<file path="config.mk">
export PLATFORM = sky130hd
export DESIGN_NAME = cnn_upsampling_nn
export DESIGN_NICKNAME = d
export VERILOG_FILES = /design/src/upsample_ctrl_pkg.sv /design/src/pixel_pkg.sv /design/src/cnn_upsampling_nn.sv /design/src/pixel_emit.sv /design/src/upsample_ctrl.sv /design/src/upsample_addr_gen.sv /design/src/feature_map_buffer.sv
export VERILOG_INCLUDE_DIRS = /design/src /design/src/include
export SDC_FILE = /design/constraint.sdc
export NUM_CORES = 2
export LEC_CHECK = 0
export BUFFER_PORTS_ARGS = -buffer_cell sky130_fd_sc_hd__buf_2
export CORE_MARGIN = 1.5
export CORE_UTILIZATION = 29
export CTS_CLUSTER_DIAMETER = 120
export CTS_CLUSTER_SIZE = 10
export DETAILED_ROUTE_END_ITERATION = 16
export PLACE_DENSITY_LB_ADDON = 0.2
export SKIP_CTS_REPAIR_TIMING = 1
export SLEW_MARGIN = 30
export SYNTH_ARGS = -nofsm -noshare
export SYNTH_HDL_FRONTEND = slang
export SYNTH_SLANG_ARGS = --single-unit
</file>
<file path="constraint.sdc">
create_clock -name clk -period 3.3 [get_ports clk]
set_input_delay 0.66 -clock clk [delete_from_list [all_inputs] [get_ports clk]]
set_output_delay 0.66 -clock clk [all_outputs]
set_load 0.005 [all_outputs]
</file>
<file path="src/include/upsample_config.svh">
`ifndef UPSAMPLE_CONFIG_SVH
`define UPSAMPLE_CONFIG_SVH

//////////////////////
// Source image geometry
//////////////////////

// Width of one channel in pixels
`define UPS_IMAGE_WIDTH 8
// Height of one channel in rows
`define UPS_IMAGE_HEIGHT 8
// Channels per frame
`define UPS_CHANNEL_NUM 2

// Repeat factor on each axis
`define UPS_SCALE 4
// Bits per pixel word
`define UPS_DATA_WIDTH 16

//////////////////////
// Derived sizes
//////////////////////

// Pixels in one channel plane
`define UPS_IMAGE_SIZE (`UPS_IMAGE_WIDTH * `UPS_IMAGE_HEIGHT)
// Pixels in a whole frame
`define UPS_FRAME_PIXELS (`UPS_IMAGE_SIZE * `UPS_CHANNEL_NUM)
// Address bits for the frame buffer
`define UPS_ADDR_WIDTH ($clog2(`UPS_FRAME_PIXELS))

// Counter widths for the read sequencer
`define UPS_COL_WIDTH ($clog2(`UPS_IMAGE_WIDTH))
`define UPS_ROW_WIDTH ($clog2(`UPS_IMAGE_HEIGHT))
`define UPS_CHAN_WIDTH ($clog2(`UPS_CHANNEL_NUM))
`define UPS_REP_WIDTH ($clog2(`UPS_SCALE))

`endif
</file>
<file path="src/upsample_ctrl_pkg.sv">
package upsample_ctrl_pkg;

	//////////////////////
	// Frame controller states
	//////////////////////

	typedef enum logic [1:0] {
		// Taking pixels into the buffer
		ST_LOAD,
		// Read sequencer running
		ST_EMIT,
		// Last reads still in the pipeline
		ST_DRAIN,
		// Single cycle, frame finished
		ST_DONE
	} ctrl_state_t;

endpackage

</file>
<file path="src/pixel_pkg.sv">
`include "upsample_config.svh"

package pixel_pkg;

	// One feature map value
	typedef logic [`UPS_DATA_WIDTH-1:0] pixel_t;

	// Linear index into the frame buffer
	typedef logic [`UPS_ADDR_WIDTH-1:0] addr_t;

	// Source coordinates inside a channel plane
	typedef logic [`UPS_ROW_WIDTH-1:0] row_t;
	typedef logic [`UPS_COL_WIDTH-1:0] col_t;

	// Channel index within the frame
	typedef logic [`UPS_CHAN_WIDTH-1:0] chan_t;

	// Repeat count, 0 up to scale minus one
	typedef logic [`UPS_REP_WIDTH-1:0] rep_t;

endpackage

</file>
<file path="src/cnn_upsampling_nn.sv">
module cnn_upsampling_nn (
	input  logic               clk,
	input  logic               reset,
	input  logic               valid_in,
	input  pixel_pkg::pixel_t  pxl_in,
	output pixel_pkg::pixel_t  pxl_out,
	output logic               valid_out,
	output logic               frame_done
);

	// Controller and buffer
	logic wr_en;
	logic clear;
	logic full;

	// Controller and read sequencer
	logic start;
	logic last;

	// Read path
	logic              rd_en;
	pixel_pkg::addr_t  rd_addr;
	pixel_pkg::pixel_t rd_data;

	upsample_ctrl u_ctrl (
		.clk        (clk),
		.reset      (reset),
		.valid_in   (valid_in),
		.full       (full),
		.last       (last),
		.wr_en      (wr_en),
		.clear      (clear),
		.start      (start),
		.frame_done (frame_done)
	);

	feature_map_buffer u_buffer (
		.clk     (clk),
		.reset   (reset),
		.wr_en   (wr_en),
		.wr_data (pxl_in),
		.clear   (clear),
		.rd_en   (rd_en),
		.rd_addr (rd_addr),
		.rd_data (rd_data),
		.full    (full)
	);

	upsample_addr_gen u_addr_gen (
		.clk     (clk),
		.reset   (reset),
		.start   (start),
		.rd_en   (rd_en),
		.rd_addr (rd_addr),
		.last    (last)
	);

	// Two cycles from read strobe to output
	pixel_emit u_emit (
		.clk       (clk),
		.reset     (reset),
		.rd_en     (rd_en),
		.rd_data   (rd_data),
		.pxl_out   (pxl_out),
		.valid_out (valid_out)
	);

endmodule

</file>
<file path="src/pixel_emit.sv">
module pixel_emit (
	input  logic               clk,
	input  logic               reset,
	input  logic               rd_en,
	input  pixel_pkg::pixel_t  rd_data,
	output pixel_pkg::pixel_t  pxl_out,
	output logic               valid_out
);

	// Read strobe lined up with buffer output
	logic rd_en_d;

	//////////////////////
	// Valid pipeline
	//////////////////////

	always_ff @(posedge clk) begin
		if (reset) begin
			rd_en_d   <= 1'b0;
			valid_out <= 1'b0;
		end else begin
			rd_en_d   <= rd_en;
			valid_out <= rd_en_d;
		end
	end

	// Data register, keeps the previous value between frames
	always_ff @(posedge clk) begin
		if (rd_en_d) begin
			pxl_out <= rd_data;
		end
	end

endmodule

</file>
<file path="src/upsample_ctrl.sv">
module upsample_ctrl (
	input  logic clk,
	input  logic reset,
	input  logic valid_in,
	input  logic full,
	input  logic last,
	output logic wr_en,
	output logic clear,
	output logic start,
	output logic frame_done
);

	upsample_ctrl_pkg::ctrl_state_t state;
	upsample_ctrl_pkg::ctrl_state_t state_next;

	// Counts the two read pipeline cycles
	logic drain_cnt;

	//////////////////////
	// Next state
	//////////////////////

	always_comb begin
		state_next = state;
		case (state)
			upsample_ctrl_pkg::ST_LOAD: begin
				if (full) begin
					state_next = upsample_ctrl_pkg::ST_EMIT;
				end
			end
			upsample_ctrl_pkg::ST_EMIT: begin
				// Final read issued this cycle
				if (last) begin
					state_next = upsample_ctrl_pkg::ST_DRAIN;
				end
			end
			upsample_ctrl_pkg::ST_DRAIN: begin
				if (drain_cnt) begin
					state_next = upsample_ctrl_pkg::ST_DONE;
				end
			end
			default: begin
				state_next = upsample_ctrl_pkg::ST_LOAD;
			end
		endcase
	end

	//////////////////////
	// State registers
	//////////////////////

	always_ff @(posedge clk) begin
		if (reset) begin
			state     <= upsample_ctrl_pkg::ST_LOAD;
			drain_cnt <= 1'b0;
			start     <= 1'b0;
		end else begin
			state <= state_next;
			// Only advances while draining
			drain_cnt <= (state == upsample_ctrl_pkg::ST_DRAIN) ? ~drain_cnt : 1'b0;
			// High in the first cycle of ST_EMIT
			start <= (state == upsample_ctrl_pkg::ST_LOAD) && full;
		end
	end

	// Strobes outside loading are dropped, as is the gap cycle after full
	assign wr_en = valid_in && (state == upsample_ctrl_pkg::ST_LOAD) && !full;

	// Frame end also rewinds the buffer pointer
	assign frame_done = (state == upsample_ctrl_pkg::ST_DONE);
	assign clear      = frame_done;

	// Read sequencer may only finish a frame while emitting
	a_last_only_in_emit: assert property (
		@(posedge clk) disable iff (reset) last |-> state == upsample_ctrl_pkg::ST_EMIT
	);

endmodule

</file>
<file path="src/upsample_addr_gen.sv">
`include "upsample_config.svh"

module upsample_addr_gen (
	input  logic              clk,
	input  logic              reset,
	input  logic              start,
	output logic              rd_en,
	output pixel_pkg::addr_t  rd_addr,
	output logic              last
);

	// Sequencer running after the start cycle
	logic busy;

	// Counters, innermost first
	pixel_pkg::rep_t  col_rep;
	pixel_pkg::col_t  col;
	pixel_pkg::rep_t  row_rep;
	pixel_pkg::row_t  row;
	pixel_pkg::chan_t chan;

	// Each counter at its final value
	logic col_rep_wrap;
	logic col_wrap;
	logic row_rep_wrap;
	logic row_wrap;
	logic chan_wrap;

	assign col_rep_wrap = (col_rep == pixel_pkg::rep_t'(`UPS_SCALE - 1));
	assign col_wrap     = (col == pixel_pkg::col_t'(`UPS_IMAGE_WIDTH - 1));
	assign row_rep_wrap = (row_rep == pixel_pkg::rep_t'(`UPS_SCALE - 1));
	assign row_wrap     = (row == pixel_pkg::row_t'(`UPS_IMAGE_HEIGHT - 1));
	assign chan_wrap    = (chan == pixel_pkg::chan_t'(`UPS_CHANNEL_NUM - 1));

	// First read goes out in the start cycle itself
	assign rd_en = start | busy;

	// Final repeat of the final pixel of the final channel
	assign last = rd_en & col_rep_wrap & col_wrap & row_rep_wrap & row_wrap & chan_wrap;

	//////////////////////
	// Address from source coordinates
	//////////////////////

	// Repeat counters do not enter the address
	assign rd_addr = pixel_pkg::addr_t'(chan) * pixel_pkg::addr_t'(`UPS_IMAGE_SIZE)
		+ pixel_pkg::addr_t'(row) * pixel_pkg::addr_t'(`UPS_IMAGE_WIDTH)
		+ pixel_pkg::addr_t'(col);

	//////////////////////
	// Counter chain
	//////////////////////

	always_ff @(posedge clk) begin
		if (reset) begin
			busy    <= 1'b0;
			col_rep <= '0;
			col     <= '0;
			row_rep <= '0;
			row     <= '0;
			chan    <= '0;
		end else begin
			if (start) begin
				busy <= 1'b1;
			end
			// Sequence ends, counters are back at zero
			if (last) begin
				busy <= 1'b0;
			end
			if (rd_en) begin
				col_rep <= col_rep_wrap ? '0 : col_rep + 1'b1;
				if (col_rep_wrap) begin
					col <= col_wrap ? '0 : col + 1'b1;
					// End of a row, send it again or move on
					if (col_wrap) begin
						row_rep <= row_rep_wrap ? '0 : row_rep + 1'b1;
						if (row_rep_wrap) begin
							row <= row_wrap ? '0 : row + 1'b1;
							// Plane finished
							if (row_wrap) begin
								chan <= chan_wrap ? '0 : chan + 1'b1;
							end
						end
					end
				end
			end
		end
	end

	// A new frame may only launch once the previous one has run out
	a_no_start_while_busy: assert property (
		@(posedge clk) disable iff (reset) start |-> !busy
	);

endmodule

</file>
<file path="src/feature_map_buffer.sv">
`include "upsample_config.svh"

module feature_map_buffer (
	input  logic               clk,
	input  logic               reset,
	input  logic               wr_en,
	input  pixel_pkg::pixel_t  wr_data,
	input  logic               clear,
	input  logic               rd_en,
	input  pixel_pkg::addr_t   rd_addr,
	output pixel_pkg::pixel_t  rd_data,
	output logic               full
);

	// Whole frame, channel-major then row-major
	pixel_pkg::pixel_t mem [`UPS_FRAME_PIXELS];

	// Next free slot
	pixel_pkg::addr_t wr_ptr;

	//////////////////////
	// Write side
	//////////////////////

	always_ff @(posedge clk) begin
		if (wr_en) begin
			mem[wr_ptr] <= wr_data;
		end
	end

	// Pointer and full flag, cleared between frames
	always_ff @(posedge clk) begin
		if (reset || clear) begin
			wr_ptr <= '0;
			full   <= 1'b0;
		end else if (wr_en) begin
			wr_ptr <= wr_ptr + 1'b1;
			// Last slot of the frame written
			if (wr_ptr == pixel_pkg::addr_t'(`UPS_FRAME_PIXELS - 1)) begin
				full <= 1'b1;
			end
		end
	end

	//////////////////////
	// Read side
	//////////////////////

	// One cycle read latency
	always_ff @(posedge clk) begin
		if (rd_en) begin
			rd_data <= mem[rd_addr];
		end
	end

	// Controller must stop writes once the frame is complete
	a_no_write_when_full: assert property (
		@(posedge clk) disable iff (reset) full |-> !wr_en
	);

endmodule

</file>
* After elaboration in Yosys (flattened, before gate mapping)
Memory sizes are Yosys's and may differ from the RTL's. A register that Yosys moved wholly into a read port is not among the register bits.
Cells that the tools add are included.
** Word-level totals
- Output and inout port bits :: 18
- Input bits :: 19
- Memories :: 1
- Logic and storage cells :: 67
- RAM bits :: 2048
- Bits in registers :: 42
** Memory list
- u_buffer.mem :: depth 128, width 16, read ports 1, clocked after memory_dff 1, wr ports 1, line feature_map_buffer.sv:16 : pixel_pkg::pixel_t mem [`UPS_FRAME_PIXELS];
** Operators by class
- Equal/unequal tests :: 11
- $add $sub $neg :: 8
- Mux-type cells :: 11
- Reductions and logical operators :: 14
- Bitwise logic cells :: 8
** Operators by type and width (number)
- 2-bit two-way mux :: 5
- 2-bit == test, second input constant :: 4
- 7-bit by 1-bit adder with 7-bit output, second input constant :: 1
- 7-bit by 3-bit adder with 7-bit output :: 1
- 7-bit by 6-bit adder with 7-bit output :: 1
- 7-bit == test, second input constant :: 1
- 3-bit by 1-bit adder with 3-bit output, second input constant :: 2
- 3-bit == test, second input constant :: 2
- 3-bit two-way mux :: 2
- 2-bit case mux with 3 select lines :: 1
- 3-bit AND reduction :: 2
- 1-bit AND :: 5
- 5-bit AND reduction :: 1
- 2-bit by 1-bit adder with 2-bit output, second input constant :: 2
- 2-bit by 1-bit != test with 1-bit output, second input constant :: 2
- 2-bit AND reduction :: 2
- 4-bit AND reduction :: 1
- 2-bit OR reduction :: 2
- 1-bit logical AND :: 3
- 1-bit two-way mux :: 3
- 2-bit by 1-bit == test with 1-bit output, second input constant :: 1
- 2-bit logical NOT :: 1
- 2-bit != test, second input constant :: 1
- 1-bit NOT :: 2
- 4 further kinds :: 4

* Depth between registers and ports, before layout
- Depth after elaboration :: 8
- Mapped depth :: 7
- Depth with buffers taken out :: 6

* Cells and area by module
Synthesis repeated with hierarchy kept, for this count alone.
** Unflattened totals
- Cell total of the unflattened synthesis :: 3227
- Area total of the unflattened synthesis :: 80310.8 µm²
** Modules (own cells, without submodules)
- feature_map_buffer :: cells each 3124, area each 79007.0 µm², times used 1, sequential area each 62139.6 µm²
- upsample_addr_gen :: cells each 59, area each 544.3 µm², times used 1, sequential area each 240.2 µm²
- pixel_emit :: cells each 20, area each 533.0 µm², times used 1, sequential area each 520.5 µm²
- upsample_ctrl :: cells each 24, area each 226.5 µm², times used 1, sequential area each 80.1 µm²

* Worst setup path before layout
No wires, ideal clock.
- Path type :: input port to flip-flop
- Start point :: input port valid_in
- End point :: memory u_buffer.mem[80][0] in the netlist's numbering (enable)
- Cell stages on the path :: 5
- Arrival :: 2.965 ns
- Setup slack :: -0.095 ns
- Required time :: 2.870 ns
- Buffers on the path :: 1
- Setup time :: 0.430 ns
- Path through :: and3b_1 clkbuf_1 and2_1 nand2_1 nor4_1
** Between the ends
- Cells in the longest elaborated chain, start to end :: 4
** RTL lines
- from (decl) :: line cnn_upsampling_nn.sv:4 : input logic valid_in,
- 1-bit logical AND (2 in series) :: line upsample_ctrl.sv:67 : assign wr_en = valid_in && (state == upsample_ctrl_pkg::ST_LOAD) && !full;
- 1-bit two-way mux :: line feature_map_buffer.sv:26 : if (wr_en) begin
- 1-bit two-way mux (implied by the code) :: line feature_map_buffer.sv:27 : mem[wr_ptr] <= wr_data;
- to (decl) :: line feature_map_buffer.sv:16
Every way passes these cells.

* Final worst setup path
- Start point :: register u_addr_gen.col[0]
- End point :: register u_buffer.rd_data[1], read port of u_buffer.mem, data pin
** Between the ends
- Cells in the longest elaborated chain, start to end :: 1
** RTL lines
- from (decl) :: line upsample_addr_gen.sv:17 : pixel_pkg::col_t col;
- from (signal assigned) :: line upsample_addr_gen.sv:73 : col <= col_wrap ? '0 : col + 1'b1;
- 7-bit by 3-bit adder with 7-bit output :: line upsample_addr_gen.sv:46 : assign rd_addr = pixel_pkg::addr_t'(chan) * pixel_pkg::addr_t'(`UPS_IMAGE_SIZE)
- to (decl) :: line feature_map_buffer.sv:11 : output pixel_pkg::pixel_t rd_data,
Every way passes these cells.
A chain may end at the register's enable or synchronous reset.

==> impl_metrics.toml <==
[status]
outcome = "finished clean"

[timing]
setup_viol = 0
clock-skew-final_ns = 0.0672
period_share_pct = 100
grt_setup_unrepaired = "true"
timing.hold.ws_ns = 0.140
setup_ws_ns = 0.000530
fin_crit_ns = 3.30
maxSlewViolCount = 0
hold_viol_final = 0
slew_headroom_pct = 37.6
fmax_mhz = 303
worst_pin_slew_ns = 0.936

[critical_path]
r2r_cells = 8
worstPathRequired_ns = 3.91
startpoint_type = "flip-flop"
cp_max_fo = 12
worst_setup_path_end_kind = "flip-flop"
crit_arrival_ns = 3.91
path_class = "reg -> reg"

[synth]
ys_ff_latch = 2106
synth_cell_type_count = 40
avgSynthCellArea_um2 = 24.9
ys.warnings.count = 0
synthesis.instances = 3231
syn_nets = 3262
postSynth.asyncResetShare_pct = 0
synth.cell_area_mm2 = 0.0804
synth_edf_count = 2080
ys_seq_area_share_pct = 78.4
ys.flop_type = "edfxtp_1"

[finish]
finalNonFillerCells = 7492
multi_input_area_mm2 = 0.0170
regArea_mm2 = 0.0630
drive_above_1_share_pct = 39.1
final_nets = 3719
area.growth.synth_to_final_pct = 18.9
fillers = 25400
final_area_mm2 = 0.0956

[route]
met3_wirelength_mm = 10.6
ant_nets = 0
wl_met1_mm = 100
num_vias = 36400
vias_per_cell = 4.86
drt_iter0_drc = 3739
drt-total-wl_mm = 227
topRoutingLayerUsed = "met5"
wl_per_cell_um = 30.3
wl_met2_mm = 111
drc_errors = 0
firstDrtPassIters = 7

[pwr]
powerDensity_mw_per_mm2 = 561
p_leak_uw = 0.0283
vdd_drop_max_uv = 579
total_power_uw = 53600

[global_routing]
grt_pass1_vias = 37800
grt_overflow = 0
grt_usage_pct = 16.1
antenna_found_initial = 32
grt_max_degree = 129
grt_pass1_wl_mm = 313

[cts]
cts_buffers = 229
clk_pin_slew_worst_paths_ns = 0.06
cts_buffer_depth = 3
tritoncts = "built"
cts.htree.levels = 4
cts_root_buf = "clkbuf_16"
cts.sinks = 2106
clk_latency_ns = 0.88

[floorplanning]
rows = 193
core_mm2 = 0.276
dieArea_mm2 = 0.280
ioPinCount = 37
die_w_um = 529
fp.dieH_um = 529
start_util_pct = 29.1

[place]
port_buffers = 36
hpwl_mm = 135
pre_cts_slack_ns = -0.0845
dpl_cell_area_mm2 = 0.0887
place_inst = 7124
place_congestion = 0.777

[worst_hold_path]
hp-class = "in -> reg"
hold_depth = 1

[run]
cap_violations = 0
## critical path: stages, from the launching register on
cell	delay (ns)
dfxtp_4	0.39
buf_12	0.11
buf_12	0.14
buf_16	0.16
buf_12	0.17
mux4_2	0.52
mux4_2	0.59
mux4_2	0.62
mux2_2	0.30
## report_power, final
part | internal [uW] | switching (uW)
clock network | 12600 | 10100
logic | 308 | 995
registers | 29500 | 53.9
## final cells by class
type                            instances  share of cell area (%)
Timing Repair Buffer                  396                    4.75
Antenna cell                           25                  0.0655
Multi-Input combinational cell        947                    17.8
Clock inverter                         16                   0.327
Clock buffer                          289                    6.28
Tap cell                             3705                    4.85
Sequential cell                      2106                    65.9
Inverter                                8                  0.0314
## cell families (layout without fill, tap and decap cells)
| kind of cell | Yosys count | count (layout) | synth area share, % |
|---|---|---|---|
| flip-flops | 2106 | 2106 | 78.4 |
| adder cells (fa/ha/maj) | 12 | 12 | 0.187 |
| XOR/XNOR | 7 | 7 | 0.0763 |
| AND/OR/NAND/NOR | 217 | 217 | 1.14 |
| buffers and inverters | 178 | 709 | 0.979 |
| multiplexers | 691 | 691 | 19.1 |
| AO/OA/AOI/OAI | 20 | 20 | 0.154 |
| other | 0 | 25 | 0 |
## per-stage QoR
stage          utilization [%]  TNS, ns
2_1_floorplan                -        0
3_3_place_gp              32.1   -0.406
3_5_place_dp              32.1   -0.467
4_1_cts                   34.4   -0.581
5_1_grt                   34.6   -0.234
6_report                  34.6        0
## cells in the mapped netlist, types with 2 or more instances
cell type / instances / share of area (%)
clkbuf_1: 93 / 0.43
or3_1: 2 / 0.016
nand3_1: 9 / 0.056
buf_4: 16 / 0.15
mux4_2: 672 / 19
inv_1: 7 / 0.033
nor3b_1: 2 / 0.019
o21a_1: 2 / 0.019
buf_1: 24 / 0.11
buf_6: 2 / 0.028
dfxtp_1: 26 / 0.65
xnor2_1: 3 / 0.033
and2_1: 2 / 0.016
nand2b_1: 2 / 0.016
nor2_1: 139 / 0.65
nand2_1: 32 / 0.15
a21oi_1: 10 / 0.062
or2_2: 2 / 0.016
mux2i_1: 3 / 0.037
nor3_1: 11 / 0.069
nor2b_1: 7 / 0.054
nor4_1: 2 / 0.016
edfxtp_1: 2080 / 78
mux2_2: 16 / 0.22
buf_2: 35 / 0.22
o21ai_0: 3 / 0.019
nand4_1: 2 / 0.016
xor2_1: 4 / 0.044
ha_1: 12 / 0.19
## flip-flops by register name, indices dropped and copies added, names as in the netlist
register and flops:
u_addr_gen.busy 1, u_addr_gen.chan 1, u_addr_gen.col 3, u_addr_gen.col_rep 2, u_addr_gen.row 3, u_addr_gen.row_rep 2
u_buffer.full 1, u_buffer.mem 2048, u_buffer.rd_data 16, u_buffer.wr_ptr 7, u_ctrl.drain_cnt 1, u_ctrl.start 1
u_ctrl.state 2, u_emit.pxl_out 16, u_emit.rd_en_d 1, u_emit.valid_out 1
## per-layer routing
metal | vias up | global-route usage [%]
met1 | 20300 | 22.5
met5 | - | 0
met2 | 976 | 26.5
met3 | 254 | 2.14
met4 | 2 | 4.38
li1 | 14900 | -
## final timing paths
check,from,to,slack (ns)
setup / recovery,u_addr_gen.col[0]$_SDFFE_PP0N_,u_buffer.rd_data[1]$_DFFE_PN_,0.0005
setup reg to reg,u_addr_gen.col[0]$_SDFFE_PP0N_,u_buffer.rd_data[1]$_DFFE_PN_,0.0005
hold reg to reg,u_buffer.rd_data[15]$_DFFE_PN_,u_emit.pxl_out[15]$_DFFE_PP_,0.42
hold / removal,pxl_in[5],u_buffer.mem[0][5]$_DFFE_PP_,0.14
## cells in the final DEF, fill, tap and decap left out, drive strengths merged, types with 2 or more instances in the layout
master,count
clkbuf,293
diode,25
buf,392
o21a,2
xor2,4
nor2b,7
nand2b,2
a21oi,10
mux2,16
ha,12
edfxtp,2080
clkinv,9
nand4,2
nor2,139
o21ai,3
mux4,672
nor3,11
dfxtp,26
or2,2
nor3b,2
nor4,2
xnor2,3
or3,2
inv,14
nand2,32
mux2i,3
nand3,9
and2,2
No activity file was read; power rests on OpenSTA's default activity.
